**src/hw/cpu_config.svh**
```systemverilog
// Core sizing and NOP encoding; depths must stay powers of two because addresses are truncated
`ifndef CPU_CONFIG_SVH
`define CPU_CONFIG_SVH

// Architectural register count, indexed by a 3-bit select
`define CPU_NUM_REGS 8

// Data memory depth in 16-bit words
`define CPU_DMEM_WORDS 16

// Opcode 00001 with every other field zero
`define CPU_NOP_INSTR 16'h0800

`endif

```
**src/hw/cpu_pkg.sv**
```systemverilog
// Types shared by all stages; only the opcodes listed here are decoded, all others act as NOP
package cpu_pkg;

  typedef logic [15:0] word_t;   // Data and instruction word
  typedef logic [2:0]  regSel_t; // Register index
  typedef logic [4:0]  opcode_t; // Instruction bits 15:11

  localparam opcode_t OP_HALT  = 5'b00000;
  localparam opcode_t OP_NOP   = 5'b00001;
  localparam opcode_t OP_ADDI  = 5'b01000;
  localparam opcode_t OP_SUBI  = 5'b01001;
  localparam opcode_t OP_XORI  = 5'b01010;
  localparam opcode_t OP_ANDNI = 5'b01011;
  localparam opcode_t OP_ST    = 5'b10000;
  localparam opcode_t OP_LD    = 5'b10001;
  localparam opcode_t OP_SLBI  = 5'b10010;
  localparam opcode_t OP_LBI   = 5'b11000;
  localparam opcode_t OP_ALU   = 5'b11011; // R-format, func in bits 1:0

  typedef enum logic [2:0] {
    ALU_ADD,
    ALU_SUBR,  // B minus A
    ALU_XOR,
    ALU_ANDN,  // A and not B
    ALU_PASSB,
    ALU_SLBI
  } aluOp_t;

  typedef struct packed {
    logic    valid;
    regSel_t rs;
    regSel_t rt;
    word_t   rsVal;
    word_t   rtVal;
    word_t   imm;
    logic    immSel;
    aluOp_t  aluOp;
    logic    memEn;
    logic    memWrt;
    logic    regWrt;
    regSel_t dest;
    logic    halt;
  } decodeBundle_t;

  typedef struct packed {
    logic    valid;
    word_t   result;    // ALU value or memory address
    word_t   storeData;
    logic    memEn;
    logic    memWrt;
    logic    regWrt;
    regSel_t dest;
    logic    halt;
  } execBundle_t;

  // valid marks a register write this cycle; halt stays set once reached
  typedef struct packed {
    logic    valid;
    logic    regWrt;
    regSel_t dest;
    word_t   data;
    logic    halt;
  } wbBundle_t;

endpackage

```
**src/hw/instrDecoder.sv**
```systemverilog
// Purely combinational; undefined opcodes and R-format funcs decode as a NOP with no side effects
module instrDecoder (
  input  cpu_pkg::opcode_t opcode,
  input  logic [1:0]       func,
  output cpu_pkg::aluOp_t  aluOp,
  output logic             immSel,
  output logic             zeroExt,
  output logic             useImm8,
  output logic [1:0]       regDst,
  output logic             regWrt,
  output logic             memEn,
  output logic             memWrt,
  output logic             halt
);
  import cpu_pkg::*;

  always_comb begin
    aluOp   = ALU_ADD; // NOP defaults
    immSel  = 1'b0;
    zeroExt = 1'b0;
    useImm8 = 1'b0;
    regDst  = 2'd0;
    regWrt  = 1'b0;
    memEn   = 1'b0;
    memWrt  = 1'b0;
    halt    = 1'b0;
    case (opcode)
      OP_HALT: halt = 1'b1;
      OP_ADDI, OP_SUBI, OP_XORI, OP_ANDNI: begin
        immSel  = 1'b1;
        regDst  = 2'd1;          // Rd in bits 7:5
        regWrt  = 1'b1;
        zeroExt = opcode[1];     // XORI and ANDNI zero extend
        aluOp   = aluOp_t'({1'b0, opcode[1:0]});
      end
      OP_ALU: begin
        regDst = 2'd2;           // Rd in bits 4:2
        regWrt = 1'b1;
        aluOp  = aluOp_t'({1'b0, func});
      end
      OP_LBI: begin
        aluOp   = ALU_PASSB;
        immSel  = 1'b1;
        useImm8 = 1'b1;
        regWrt  = 1'b1;
      end
      OP_SLBI: begin
        aluOp   = ALU_SLBI;
        immSel  = 1'b1;
        useImm8 = 1'b1;
        zeroExt = 1'b1;
        regWrt  = 1'b1;
      end
      OP_ST: begin
        immSel = 1'b1;           // Address is Rs plus imm5
        memEn  = 1'b1;
        memWrt = 1'b1;
      end
      OP_LD: begin
        immSel = 1'b1;
        memEn  = 1'b1;
        regDst = 2'd1;
        regWrt = 1'b1;
      end
      default: ;                 // NOP and unsupported opcodes
    endcase
  end

endmodule

```
**src/hw/regFileBypass.sv**
```systemverilog
// Two read ports, one write port; reads return the value being written in the same cycle
`include "cpu_config.svh"

module regFileBypass (
  input  logic             clk,
  input  logic             rst,
  input  cpu_pkg::regSel_t rdSel1,
  input  cpu_pkg::regSel_t rdSel2,
  input  cpu_pkg::regSel_t wrSel,
  input  cpu_pkg::word_t   wrData,
  input  logic             wrEn,
  output cpu_pkg::word_t   rdData1,
  output cpu_pkg::word_t   rdData2
);
  import cpu_pkg::*;

  word_t regs [`CPU_NUM_REGS];

  always_ff @(posedge clk) begin
    if (rst) begin
      for (int i = 0; i < `CPU_NUM_REGS; i++) begin
        regs[i] <= '0;           // Architectural state reads zero
      end
    end else if (wrEn) begin
      regs[wrSel] <= wrData;
    end
  end

  // Write-before-read bypass
  assign rdData1 = (wrEn && (wrSel == rdSel1)) ? wrData : regs[rdSel1];
  assign rdData2 = (wrEn && (wrSel == rdSel2)) ? wrData : regs[rdSel2];

endmodule

```
**src/hw/decodeStage.sv**
```systemverilog
// Stall check compares both bits 10:8 and 7:5 even when a format ignores one; inputs stop after HALT
`include "cpu_config.svh"

module decodeStage (
  input  logic                   clk,
  input  logic                   rst,
  input  cpu_pkg::word_t         instr,
  input  logic                   instrValid,
  input  cpu_pkg::wbBundle_t     wb,
  input  logic                   halted,
  output logic                   fetchStall,
  output cpu_pkg::decodeBundle_t dx
);
  import cpu_pkg::*;

  word_t         ir;
  logic          irValid;
  logic          haltIssued;
  logic          stopped;
  logic          exLoad;
  logic          issue;
  word_t         curInstr;
  word_t         imm5Ext;
  word_t         imm8Ext;
  aluOp_t        aluOp;
  logic          immSel, zeroExt, useImm8, regWrt, memEn, memWrt, halt;
  logic [1:0]    regDst;
  regSel_t       dest;
  word_t         rsVal, rtVal;
  decodeBundle_t dxNext;

  assign curInstr = irValid ? ir : `CPU_NOP_INSTR; // Empty slot decodes as NOP
  assign stopped  = halted | haltIssued;
  assign exLoad   = dx.valid & dx.memEn & ~dx.memWrt;

  // Load-use hazard against the instruction now in execute
  assign fetchStall = irValid & exLoad &
                      ((dx.dest == curInstr[10:8]) | (dx.dest == curInstr[7:5]));
  assign issue = irValid & ~fetchStall & ~stopped;

  instrDecoder decoder_i (
    .opcode (curInstr[15:11]), .func   (curInstr[1:0]), .aluOp  (aluOp),
    .immSel (immSel),          .zeroExt(zeroExt),       .useImm8(useImm8),
    .regDst (regDst),          .regWrt (regWrt),        .memEn  (memEn),
    .memWrt (memWrt),          .halt   (halt)
  );

  regFileBypass regFile_i (
    .clk    (clk),           .rst    (rst),
    .rdSel1 (curInstr[10:8]), .rdSel2 (curInstr[7:5]),
    .wrSel  (wb.dest),        .wrData (wb.data),        .wrEn(wb.valid & wb.regWrt),
    .rdData1(rsVal),          .rdData2(rtVal)
  );

  assign imm5Ext = zeroExt ? {11'b0, curInstr[4:0]} : {{11{curInstr[4]}}, curInstr[4:0]};
  assign imm8Ext = zeroExt ? {8'b0, curInstr[7:0]}  : {{8{curInstr[7]}}, curInstr[7:0]};

  always_comb begin
    case (regDst)
      2'd0:    dest = curInstr[10:8];
      2'd1:    dest = curInstr[7:5];
      2'd2:    dest = curInstr[4:2];
      default: dest = 3'd7;
    endcase
  end

  assign dxNext = '{valid: issue, rs: curInstr[10:8], rt: curInstr[7:5],
                    rsVal: rsVal, rtVal: rtVal, imm: useImm8 ? imm8Ext : imm5Ext,
                    immSel: immSel, aluOp: aluOp, memEn: memEn, memWrt: memWrt,
                    regWrt: regWrt, dest: dest, halt: halt};

  always_ff @(posedge clk) begin
    if (rst) begin
      irValid    <= 1'b0;
      haltIssued <= 1'b0;
      dx.valid   <= 1'b0;
    end else begin
      if (!fetchStall) irValid <= instrValid & ~stopped; // Hold on stall
      if (issue && halt) haltIssued <= 1'b1;
      dx <= dxNext;                                      // Bubble when not issuing
    end
  end

  always_ff @(posedge clk) begin
    if (!fetchStall) ir <= instr;
  end

endmodule

```
**src/hw/executeStage.sv**
```systemverilog
// Forwarding from memory never sees a load result there; decode stalls that case one cycle
module executeStage (
  input  logic                   clk,
  input  logic                   rst,
  input  cpu_pkg::decodeBundle_t dx,
  input  cpu_pkg::wbBundle_t     wb,
  output cpu_pkg::execBundle_t   xm
);
  import cpu_pkg::*;

  word_t       opA;
  word_t       opB;
  word_t       aluB;
  word_t       result;
  execBundle_t xmNext;

  // Youngest producer wins
  always_comb begin
    if (xm.valid && xm.regWrt && (xm.dest == dx.rs)) begin
      opA = xm.result;
    end else if (wb.valid && wb.regWrt && (wb.dest == dx.rs)) begin
      opA = wb.data;
    end else begin
      opA = dx.rsVal;
    end
    if (xm.valid && xm.regWrt && (xm.dest == dx.rt)) begin
      opB = xm.result;
    end else if (wb.valid && wb.regWrt && (wb.dest == dx.rt)) begin
      opB = wb.data;
    end else begin
      opB = dx.rtVal;
    end
  end

  assign aluB = dx.immSel ? dx.imm : opB;

  always_comb begin
    case (dx.aluOp)
      ALU_ADD:   result = opA + aluB;        // Also LD/ST address
      ALU_SUBR:  result = aluB - opA;
      ALU_XOR:   result = opA ^ aluB;
      ALU_ANDN:  result = opA & ~aluB;
      ALU_PASSB: result = aluB;              // LBI
      ALU_SLBI:  result = {opA[7:0], 8'h00} | aluB;
      default:   result = '0;
    endcase
  end

  assign xmNext = '{valid: dx.valid, result: result, storeData: opB,
                    memEn: dx.memEn, memWrt: dx.memWrt, regWrt: dx.regWrt,
                    dest: dx.dest, halt: dx.halt};

  always_ff @(posedge clk) begin
    if (rst) begin
      xm.valid <= 1'b0;
    end else begin
      xm <= xmNext;
    end
  end

endmodule

```
**src/hw/memStage.sv**
```systemverilog
// Address wraps on the low result bits; the memory clears on reset like the registers
`include "cpu_config.svh"

module memStage (
  input  logic                 clk,
  input  logic                 rst,
  input  cpu_pkg::execBundle_t xm,
  output cpu_pkg::wbBundle_t   mw
);
  import cpu_pkg::*;

  localparam int AddrBits = $clog2(`CPU_DMEM_WORDS);

  word_t               mem [`CPU_DMEM_WORDS];
  logic [AddrBits-1:0] addr;
  word_t               loadData;
  logic                isLoad;

  assign addr     = xm.result[AddrBits-1:0];
  assign loadData = mem[addr];
  assign isLoad   = xm.memEn & ~xm.memWrt;

  always_ff @(posedge clk) begin
    if (rst) begin
      for (int i = 0; i < `CPU_DMEM_WORDS; i++) begin
        mem[i] <= '0;
      end
    end else if (xm.valid && xm.memEn && xm.memWrt) begin
      mem[addr] <= xm.storeData; // ST
    end
  end

  always_ff @(posedge clk) begin
    if (rst) begin
      mw.valid <= 1'b0;
      mw.halt  <= 1'b0;
    end else begin
      mw.valid <= xm.valid & xm.regWrt;          // Only register writes complete here
      mw.halt  <= mw.halt | (xm.valid & xm.halt); // Sticky until reset
    end
  end

  // Writeback payload
  always_ff @(posedge clk) begin
    mw.regWrt <= xm.regWrt;
    mw.dest   <= xm.dest;
    mw.data   <= isLoad ? loadData : xm.result;
  end

endmodule

```
**src/hw/cpuCore.sv**
```systemverilog
// Instructions come in as words with a valid level; fetchStall high means the word is not taken
module cpuCore (
  input  logic             clk,
  input  logic             rst,
  input  cpu_pkg::word_t   instr,
  input  logic             instrValid,
  output logic             fetchStall,
  output logic             wbValid,
  output cpu_pkg::regSel_t wbReg,
  output cpu_pkg::word_t   wbData,
  output logic             halted
);
  import cpu_pkg::*;

  decodeBundle_t dx; // Decode to execute
  execBundle_t   xm; // Execute to memory
  wbBundle_t     mw; // Memory to writeback

  decodeStage decode_i (
    .clk       (clk),
    .rst       (rst),
    .instr     (instr),
    .instrValid(instrValid),
    .wb        (mw),
    .halted    (halted),
    .fetchStall(fetchStall),
    .dx        (dx)
  );

  executeStage execute_i (
    .clk(clk),
    .rst(rst),
    .dx (dx),
    .wb (mw),
    .xm (xm)
  );

  memStage mem_i (
    .clk(clk),
    .rst(rst),
    .xm (xm),
    .mw (mw)
  );

  assign wbValid = mw.valid;
  assign wbReg   = mw.dest;
  assign wbData  = mw.data;
  assign halted  = mw.halt;

endmodule

```
**config.mk**
```make
export PLATFORM = sky130hd
export DESIGN_NAME = cpuCore
export DESIGN_NICKNAME = d
export VERILOG_FILES = /design/src/hw/cpu_pkg.sv /design/src/hw/instrDecoder.sv /design/src/hw/regFileBypass.sv /design/src/hw/decodeStage.sv /design/src/hw/executeStage.sv /design/src/hw/memStage.sv /design/src/hw/cpuCore.sv
export VERILOG_INCLUDE_DIRS = /design/src /design/src/hw
export SDC_FILE = /design/constraint.sdc
export NUM_CORES = 1
export LEC_CHECK = 0
export BUFFER_PORTS_ARGS = -buffer_cell sky130_fd_sc_hd__buf_4
export CAP_MARGIN = 20
export CELL_PAD_IN_SITES_DETAIL_PLACEMENT = 1
export CELL_PAD_IN_SITES_GLOBAL_PLACEMENT = 2
export CORE_MARGIN = 2
export CORE_UTILIZATION = 41
export CTS_CLUSTER_SIZE = 24
export DETAILED_ROUTE_END_ITERATION = 7
export PLACE_DENSITY_LB_ADDON = 0.1
export SYNTH_ARGS = -nofsm -noshare
export SYNTH_HDL_FRONTEND = slang
export SYNTH_SLANG_ARGS = --single-unit
```
**constraint.sdc**
```tcl
create_clock -name clk -period 6 [get_ports clk]
set_input_delay 0.6 -clock clk [delete_from_list [all_inputs] [get_ports clk]]
set_output_delay 0.6 -clock clk [all_outputs]
set_load 0.02 [all_outputs]
```
==> impl_metrics.ini, run 1 <==
[logic_synthesis]
synth_warnings = 0
synth_cell_type_count = 63
synth_edf_count = 497
synthMuxAreaShare_pct = 13.14
yosysSeqAreaShare_pct = 58.40
synth_simple_gate_area_share_pct = 13.64
synth_top_family_by_area = simple AND/OR/NAND/NOR gates
ys_seq_elements = 527
avgSynthCellArea_sq_um = 13.30
ys_top_cells_by_area = edfxtp_1 (56%), and2_1 (9.2%), mux4_2 (7.1%), mux2_2 (4.7%), dfxtp_1 (2.3%)
synth_fa_ha_area_share_pct = 1.581
syn_nets = 2050
synth_top_cell_by_area = edfxtp_1
ys.flop_type = edfxtp_1
synth_top_area_share_pct = 56.14
syn_area_sq_um = 26580
synth-xor-area-share_pct = 1.807
async_flop_share_pct = 0
syn_inst = 1998
synth_compound_area_share_pct = 7.964

[global_route]
grtUsageTotal_pct = 25.11
grt_pass1_vias = 17680
grt_pass1_wl_mm = 122.9
antenna_found_initial = 1
grt_most_used_layer = met2
met1_usage_pct = 32.62
met3_usage_pct = 2.846
use_met2_pct = 44.59
overflow = 0
grt_start_max_net_pins = 58

[timing]
setup_viol = 0
finalHoldViolCount = 0
timing.final.ws_setup_ps = 652.3
drv_slew = 0
fmax_mhz = 187.0
post-route-period-util_pct = 89.13
worst_pin_slew_ps = 1112
slew_headroom_pct = 25.88
finClkSkew_ps = 33.93
period_needed_ps = 5348
finalSetupTns_ps = 0
rsz0062_at_grt = no

[worst_setup_path]
worstSetupPathType = reg2reg
reg2regPathDepth = 17
r2r_end = execute_i.xm[38]$_DFFE_PN_
required_ps = 6390
path_cells = xor2_2 > or4_4 > a221oi_2 > or2_2 > ha_1 > o2111ai_1 > nor2_1 > a21oi_1 > xnor2_1 > ha_1 > a21o_1 > a21o_1 > a221o_1 > a31oi_1 > o21ai_0 > xnor2_1 > a211o_1
critPathLaunchType = register
slowest_stage = or4_4
arrival_ps = 5740
cpPeakStageDelay_ps = 680
r2r_start = mem_i.mw[19]$_DFF_P_
r2r_setup_slack_ps = 650
crit_fanout = 13
cp-end-kind = register

[die]
rows = 93
initial_core_util_pct = 41.39
pin_count = 41
dieHeight_um = 258.6
design.core.area_sq_um = 64230
die_w_um = 258.6
die_area_sq_um = 66890

[min_path]
min-delay-start = instr[2]
whs_path_depth = 1
hold_end = decode_i.ir[2]$_DFFE_PN_
hold_class = in2reg

[drt]
vias = 16700
drtAntennaViolNets = 0
drc = 0
drt-total-wl_mm = 83.50
drt_iter0_drc = 1108
via_per_inst = 5.735
wl_per_cell_um = 28.69
drtPass1Iterations = 5

[flow_run]
cap_violations = 0

[final_layout]
multi_input_area_sq_um = 10220
n_fill_cell = 6468
design_area_sq_um = 29920
nNetsFinal = 2056
fin_cells = 2911
drive_gt1_share_pct = 21.74
area_growth_syn_to_layout_pct = 12.56
seqCellArea_sq_um = 15530
antennaDiodeCount = 0

[clock_network]
postCtsHoldBufs = 0
cts.sink_count = 527
cts_tree = done
post_cts_resized = 0
cts_max_level = 2
cts_setup_buffers = 0
cts.path.max_buffers = 3
numCtsBuffers = 60
clk_pin_slew_ps = 60
clock_latency_ps = 650
cts_root_buf = clkbuf_16

[placed_design]
place_ws_ps = 708.7
dp_hpwl_mm = 57.03
port-buffer-count = 40
gp_congestion = 0.8486
placed_cells = 2796
placed_area_sq_um = 27920

[power]
p_leak_nw = 10.96
vdd.ir_drop.worst_uv = 232.7
power_density_nw_per_um2 = 316.4

[status]
status = complete, no violations
-- per-stage QoR --
stage | hold WS, ps | utilization (%) | power [mW]
finish | 127.3 | 46.59 | 9.466
global placement | 360.0 | 43.35 | 5.814
floorplan | 347.9 | - | 5.254
global route | 95.85 | 46.59 | 9.775
CTS | 97.42 | 46.56 | 9.552
detailed placement | 360.3 | 43.46 | 5.844
-- critical path: cells and delay by family (launching register included) --
kind | cells | cell delay (ps)
AOI/OAI and AO/OA | 9 | 2240
xor gates and xnor gates | 3 | 480
adders and majority gates | 2 | 570
DFF | 1 | 600
and+or+nand+nor | 3 | 1170
-- cells in the mapped netlist (4+ instances only) --
cell and n:
mux2_2 110, ha_1 32, and2_1 392, a221oi_1 33, o22ai_1 17, and3_1 7
or2_2 9, clkbuf_1 133, a22oi_1 30, nor4_4 4, xnor2_1 31, buf_1 16
nor3_1 13, o211ai_1 6, a31oi_1 6, nand3_1 6, o31ai_1 31, or3_1 4
o21ai_0 42, buf_4 19, dfxtp_1 30, xor2_1 22, edfxtp_1 497, a21o_1 6
o21ai_1 23, a221oi_2 4, a221o_1 34, inv_1 42, mux2i_1 35, mux4_2 84
nor2b_1 10, nor2_1 74, nor4_1 5, nand2_1 89, nand2b_1 12, a21oi_1 46
-- cell families after synthesis --
group                      after synthesis
xor gates and xnor gates                54
adders and majority gates               33
buffers and inverters                  220
and+or+nand+nor                        635
AOI/OAI and AO/OA                      299
muxes                                  230
DFF                                    527
-- registers in the layout (all words and copies together) (netlist names), named ones only --
signal,flops
decode_i.dx,59
mem_i.mem,256
decode_i.regFile_i.regs,128
execute_i.xm,40
mem_i.mw,22
decode_i.haltIssued,1
decode_i.irValid,1
decode_i.ir,16
-- final cells by class --
class	instances	share of cell area, %
inverters	46	0.5854
well taps	855	3.575
clock inverters	43	1.493
clock buffers	71	5.156
repair buffers	118	3.128
flip-flops and latches	527	51.90
multi-input cells	1251	34.16
-- cell usage in the layout, fill, tap and decap left out, types with 22 or more instances in the layout --
master | Yosys | layout
edfxtp_1 | 497 | 497
and2_1 | 392 | 392
buf_4 | 19 | 113
mux2_2 | 110 | 110
nand2_1 | 89 | 89
mux4_2 | 84 | 84
nor2_1 | 74 | 72
clkbuf_16 | 0 | 60
a21oi_1 | 46 | 46
inv_1 | 42 | 42
mux2i_1 | 35 | 35
a221o_1 | 34 | 34
a221oi_1 | 33 | 33
ha_1 | 32 | 32
o31ai_1 | 31 | 31
xnor2_1 | 31 | 31
o21ai_1 | 23 | 30
a22oi_1 | 30 | 30
dfxtp_1 | 30 | 28
o21ai_0 | 42 | 24
xor2_1 | 22 | 22
-- report_power, final --
group | total, mW | switching [mW] | internal (mW)
registers | 4.50 | 0.292 | 4.21
logic | 1.25 | 0.721 | 0.528
clock network | 3.71 | 1.57 | 2.14
-- worst max-delay path by stage --
stage	from	to	slack, ps	cells after the start
floorplan	mem_i.mw[21]$_SDFF_PP0_	execute_i.xm[38]$_DFFE_PN_	1310	19
global placement	mem_i.mw[19]$_DFF_P_	execute_i.xm[38]$_DFFE_PN_	890	17
detailed placement	mem_i.mw[19]$_DFF_P_	execute_i.xm[38]$_DFFE_PN_	710	16
CTS	mem_i.mw[19]$_DFF_P_	execute_i.xm[38]$_DFFE_PN_	670	16
global route	mem_i.mw[19]$_DFF_P_	execute_i.xm[38]$_DFFE_PN_	350	17
finish	mem_i.mw[19]$_DFF_P_	execute_i.xm[38]$_DFFE_PN_	650	17
-- metal layers --
metal  share of wire, %  up-vias  wire length (um)
li1                   -     7433                 -
met1                 43     8796             35570
met2                 51      356             42980
met3                3.4      110              2850
met4                2.5        0              2100
met5                  0        -                 0
Power figures use the tool's default switching activity.
==> inputs of run 2 (changes only) <==
--- a/config.mk
+++ b/config.mk
@@ -10,6 +10,7 @@
 export CAP_MARGIN = 20
 export CELL_PAD_IN_SITES_DETAIL_PLACEMENT = 1
 export CELL_PAD_IN_SITES_GLOBAL_PLACEMENT = 2
+export CORE_ASPECT_RATIO = 0.9
 export CORE_MARGIN = 2
 export CORE_UTILIZATION = 41
 export CTS_CLUSTER_SIZE = 24
==> run 2 against run 1 <==
Worst hold slack gained 18 ps. Clock skew shrank 10 ps. First-iteration DRC count grew 47%. Clock-buffer cell count grew 6. Sequential power is essentially flat. Setup slack gained 43 ps. Sequential share of layout area grew 0.36 points. Register-to-register slack gained 40 ps. Combinational power shrank 3%. Global-route usage shrank 0.082 points. Critical path depth is the same. Die area is essentially flat.
==> impl_metrics.ini, run 2 (synthesized netlist as in run 1, its figures left out) <==
[timing]
slew_headroom_pct = 27.03
finalSetupTns_ps = 0
fmax_mhz = 188.5
timing.final.ws_setup_ps = 695.2
setup_viol = 0
rsz0062_at_grt = no
finClkSkew_ps = 23.71
period_needed_ps = 5305
drv_slew = 0
worst_pin_slew_ps = 1093
finalHoldViolCount = 0
post-route-period-util_pct = 88.41

[global_route]
grt_pass1_vias = 17480
grt_start_max_net_pins = 55
grtUsageTotal_pct = 25.02
overflow = 0
grt_pass1_wl_mm = 121.9
antenna_found_initial = 3

[placed_design]
dp_hpwl_mm = 55.42
gp_congestion = 0.8290
placed_cells = 2795
placed_area_sq_um = 27850
port-buffer-count = 40
place_ws_ps = 744.1

[worst_setup_path]
slowest_stage = nor4_2
critPathLaunchType = register
crit_buf_inv = 0
required_ps = 6390
worstSetupPathType = reg2reg
cp_top_family = compound AO/OA/AOI/OAI gates
arrival_ps = 5700
cpPeakStageDelay_ps = 800
path_cells = xor2_2 > nor4_2 > a211oi_1 > or2_2 > ha_1 > o2111ai_1 > nor2_1 > a21oi_1 > xnor2_1 > ha_1 > a21o_1 > a21o_1 > a221o_1 > a31oi_1 > o21ai_0 > xnor2_1 > a211o_1
cp-end-kind = register
crit_fanout = 10

[clock_network]
cts.sink_count = 527
post_cts_resized = 0
postCtsHoldBufs = 0
cts_max_level = 2
clk_pin_slew_ps = 60
clock_latency_ps = 640
cts.path.max_buffers = 3
cts_setup_buffers = 0
numCtsBuffers = 59
cts_root_buf = clkbuf_16
cts_tree = done

[final_layout]
reg.largest.list = mem_i.mem (256), decode_i.regFile_i.regs (128), decode_i.dx (59)
final_core_util_pct = 46.38
largest_register_ffs = 256
largest_register = mem_i.mem
n_fill_cell = 6466
area_growth_syn_to_layout_pct = 11.80
layout_commonest_cell = edfxtp_1
nNetsFinal = 2053
final_cell_mix = edfxtp_1 (497), and2_1 (392), buf_4 (115)
drive_gt1_share_pct = 21.22
design_area_sq_um = 29720
fin_cells = 2906

[drt]
wl_per_cell_um = 28.54
via_per_inst = 5.816
drt-total-wl_mm = 82.94
drt_iter0_drc = 1628
drc = 0
drtAntennaViolNets = 0
drtPass1Iterations = 5
vias = 16900

[die]
dieHeight_um = 245.6
design.core.area_sq_um = 64080
initial_core_util_pct = 41.48
die_area_sq_um = 66890
rows = 88
die_w_um = 272.4
pin_count = 41

[power]
p_int_mw = 6.713
vdd.ir_drop.worst_uv = 252.6
p_comb_share_pct = 13.1
p_leak_nw = 10.89
switchingPower_mw = 2.521
power_density_nw_per_um2 = 310.7
p_sw_share_pct = 27.30
p_seq_share_pct = 48.8
clkPwrFrac_pct = 38.1

[flow_run]
cap_violations = 0

[status]
status = complete, no violations

[min_path]
hold_class = in2reg
run 2: metal layers:
layer | GRT usage (%) | routed length, um | vias up
li1 | - | - | 7439
met2 | 37.20 | 36360 | 497
met5 | 0 | 0 | -
met1 | 39.06 | 40280 | 8876
met4 | 5.301 | 1434 | 0
met3 | 3.076 | 4860 | 88
run 2: final cells by class:
class                      instances  area, sq um  area share, %
multi-input combinational       1251        10190          34.28
inverter                          46        175.2         0.5894
tap                              855         1070          3.600
sequential                       527        15530          52.26
clock buffer                      77         1575          5.301
clock inverter                    33        287.8         0.9683
timing repair buffer             116        890.9          2.998
antenna                            1        2.502       0.008420
run 2: power groups by stage:
stage	sequential, mW	combinational [mW]	clock (mW)
after detailed placement	4.59	1.21	0
after global routing	4.54	1.29	3.71
final	4.51	1.21	3.51
after CTS	4.51	1.22	3.59
after global placement	4.58	1.20	0
after floorplan	4.35	0.902	0
run 2: worst register-to-register path, stage by stage, from the launching register on:
cell and delay (ps):
dfxtp_1 620, xor2_2 190, nor4_2 810, a211oi_1 220, or2_2 360, ha_1 260, o2111ai_1 130, nor2_1 160
a21oi_1 230, xnor2_1 90, ha_1 380, a21o_1 210, a21o_1 180, a221o_1 390, a31oi_1 270, o21ai_0 160
xnor2_1 150, a211o_1 280
run 2: metrics by stage:
step | hold WS (ps) | total power [mW]
floorplan | 347.9 | 5.254
global placement | 355.9 | 5.778
detailed placement | 355.3 | 5.800
CTS | 107.6 | 9.320
global route | 121.8 | 9.537
finish | 144.8 | 9.234
run 2: worst paths after layout:
kind                        startpoint                          to  slack (ps)  depth (start not counted)
min reg2reg  execute_i.xm[4]$_DFFE_PN_        mem_i.mw[20]$_DFF_P_         370                          0
max reg2reg       mem_i.mw[19]$_DFF_P_  execute_i.xm[38]$_DFFE_PN_         700                         17
max               mem_i.mw[19]$_DFF_P_  execute_i.xm[38]$_DFFE_PN_         700                         17
min                           instr[4]    decode_i.ir[4]$_DFFE_PN_         140                          1
==> inputs of run 3 (changes only) <==
==> constraint.sdc (replaced) <==
create_clock -name clk -period 4.55 [get_ports clk]
set_input_delay 0.455 -clock clk [delete_from_list [all_inputs] [get_ports clk]]
set_output_delay 0.455 -clock clk [all_outputs]
set_load 0.02 [all_outputs]
==> run 3 against run 2 <==
Critical path type unchanged. Clock skew shrank 3.1 ps. Maximum frequency grew 17%. Sequential share of layout area shrank 1.1 points.
==> impl_metrics.ini, run 3 (synthesized netlist as in run 1, its figures left out) <==
[status]
status = complete, no violations

[worst_setup_path]
crit_buf_inv = 0
r2r_end = execute_i.xm[38]$_DFFE_PN_
slowest_stage = or4_4
worstSetupPathType = reg2reg
cp_top_family = compound AO/OA/AOI/OAI gates
cp-end-kind = register
path_cells = xor2_2 > or4_4 > a221oi_4 > o211ai_1 > nor4_4 > nor2_1 > xnor2_1 > ha_1 > a21o_1 > a21o_1 > a21o_1 > a221o_1 > a31oi_2 > o21ai_1 > xnor2_1 > a211o_1
r2r_start = decode_i.dx[64]$_DFFE_PN_
critPathLaunchType = register
arrival_ps = 4890
reg2regPathDepth = 16
r2r_setup_slack_ps = 30
required_ps = 4910
cp_common_cell = a21o_1
crit_fanout = 4
cpPeakStageDelay_ps = 610

[final_layout]
drive_gt1_share_pct = 23.58
n_fill_cell = 6404
area_growth_syn_to_layout_pct = 14.15
fin_cells = 2965
reg.largest.list = mem_i.mem (256), decode_i.regFile_i.regs (128), decode_i.dx (59)
final_cell_mix = edfxtp_1 (497), and2_1 (392), buf_4 (146)
seqCellArea_sq_um = 15530
multi_input_area_sq_um = 10310
design_area_sq_um = 30350
layout_commonest_cell = edfxtp_1
final_core_util_pct = 47.35
nNetsFinal = 2111
largest_register = mem_i.mem
largest_register_ffs = 256

[min_path]
hold_class = in2reg
min-delay-start = instrValid
hold_end = decode_i.irValid$_SDFFE_PP0N_
whs_path_depth = 3

[timing]
post-route-period-util_pct = 99.43
setup_viol = 0
worst_pin_slew_ps = 1140
finalHoldViolCount = 0
rsz0062_at_grt = yes
timing.final.ws_setup_ps = 26.10
finClkSkew_ps = 20.60
period_needed_ps = 4524
drv_slew = 0
slew_headroom_pct = 23.64
fmax_mhz = 221.0
finalSetupTns_ps = 0

[clock_network]
cts.sink_count = 527
cts_tree = done
numCtsBuffers = 57
cts_root_buf = clkbuf_16
clk_pin_slew_ps = 60
clock_latency_ps = 620
cts_max_level = 2
cts.path.max_buffers = 3

[drt]
via_per_inst = 5.710
drt_iter0_drc = 1354
drt-total-wl_mm = 83.23
drtPass1Iterations = 5
drc = 0
vias = 16930
wl_per_cell_um = 28.07
drtAntennaViolNets = 0

[placed_design]
dp_hpwl_mm = 56.46
port-buffer-count = 40
placed_area_sq_um = 28200
gp_congestion = 0.8507
place_ws_ps = -33.49
placed_cells = 2832

[global_route]
grt_pass1_vias = 17760
overflow = 0
antenna_found_initial = 3
grt_pass1_wl_mm = 121.8
grt_start_max_net_pins = 65
grtUsageTotal_pct = 25.01

[die]
pin_count = 41
dieHeight_um = 245.6
die_area_sq_um = 66890
initial_core_util_pct = 41.48
design.core.area_sq_um = 64080
die_w_um = 272.4
rows = 88

[power]
vdd.ir_drop.worst_uv = 281.4
p_leak_nw = 11.18
power_density_nw_per_um2 = 402.1

[flow_run]
cap_violations = 0
[run 3: repair_timing]
| action | CTS | global route |
|---|---|---|
| endpoints found under the hold margin | 16 | 0 |
| gates resized for setup | 3 | 16 |
| gates cloned | 0 | 0 |
| pin swaps | 1 | 10 |
| hold buffers | 16 | 0 |
| buffers inserted | 0 | 5 |
| setup endpoints to repair | 2 | 5 |
[run 3: how the worst max path moves through the flow]
stage	depth (start not counted)	endpoint	start
after floorplan	20	execute_i.xm[38]$_DFFE_PN_	mem_i.mw[19]$_DFF_P_
after global placement	16	execute_i.xm[38]$_DFFE_PN_	decode_i.dx[64]$_DFFE_PN_
after detailed placement	16	execute_i.xm[38]$_DFFE_PN_	decode_i.dx[64]$_DFFE_PN_
after CTS	17	execute_i.xm[38]$_DFFE_PN_	decode_i.dx[64]$_DFFE_PN_
after global routing	16	execute_i.xm[38]$_DFFE_PN_	decode_i.dx[64]$_DFFE_PN_
final	16	execute_i.xm[38]$_DFFE_PN_	decode_i.dx[64]$_DFFE_PN_
[run 3: final cells by class]
type / instances / area share [%]
sequential: 527 / 51.18
multi-input combinational: 1251 / 33.98
clock buffer: 90 / 5.509
timing repair buffer: 176 / 4.746
tap: 855 / 3.525
inverter: 46 / 0.5772
clock inverter: 18 / 0.4700
antenna: 2 / 0.01649
[run 3: worst register-to-register path: stages, from the launching register on]
cell	delay [ps]
edfxtp_1	440
xor2_2	230
or4_4	610
a221oi_4	330
o211ai_1	160
nor4_4	300
nor2_1	90
xnor2_1	130
ha_1	310
a21o_1	180
a21o_1	200
a21o_1	180
a221o_1	370
a31oi_2	240
o21ai_1	100
xnor2_1	130
a211o_1	290
[run 3: report_power, final]
group	switching [mW]	internal [mW]
clock network	1.97	2.58
logic	1.07	0.762
registers	0.272	5.55
[run 3: stage by stage]
step | hold slack (ps) | power, mW
6_report | 83.41 | 12.20
5_1_grt | 67.66 | 12.62
4_1_cts | 56.51 | 12.28
3_5_place_dp | 377.5 | 7.728
3_3_place_gp | 353.0 | 7.701
2_1_floorplan | 347.9 | 6.930
[run 3: layer usage]
layer / share of wire, % / vias to the layer above / global-route usage [%]
met5: 0 / - / 0
met3: 6.2 / 84 / 4.736
met1: 48 / 8810 / 37.55
met4: 1.6 / 0 / 5.042
met2: 44 / 484 / 37.78
li1: - / 7551 / -
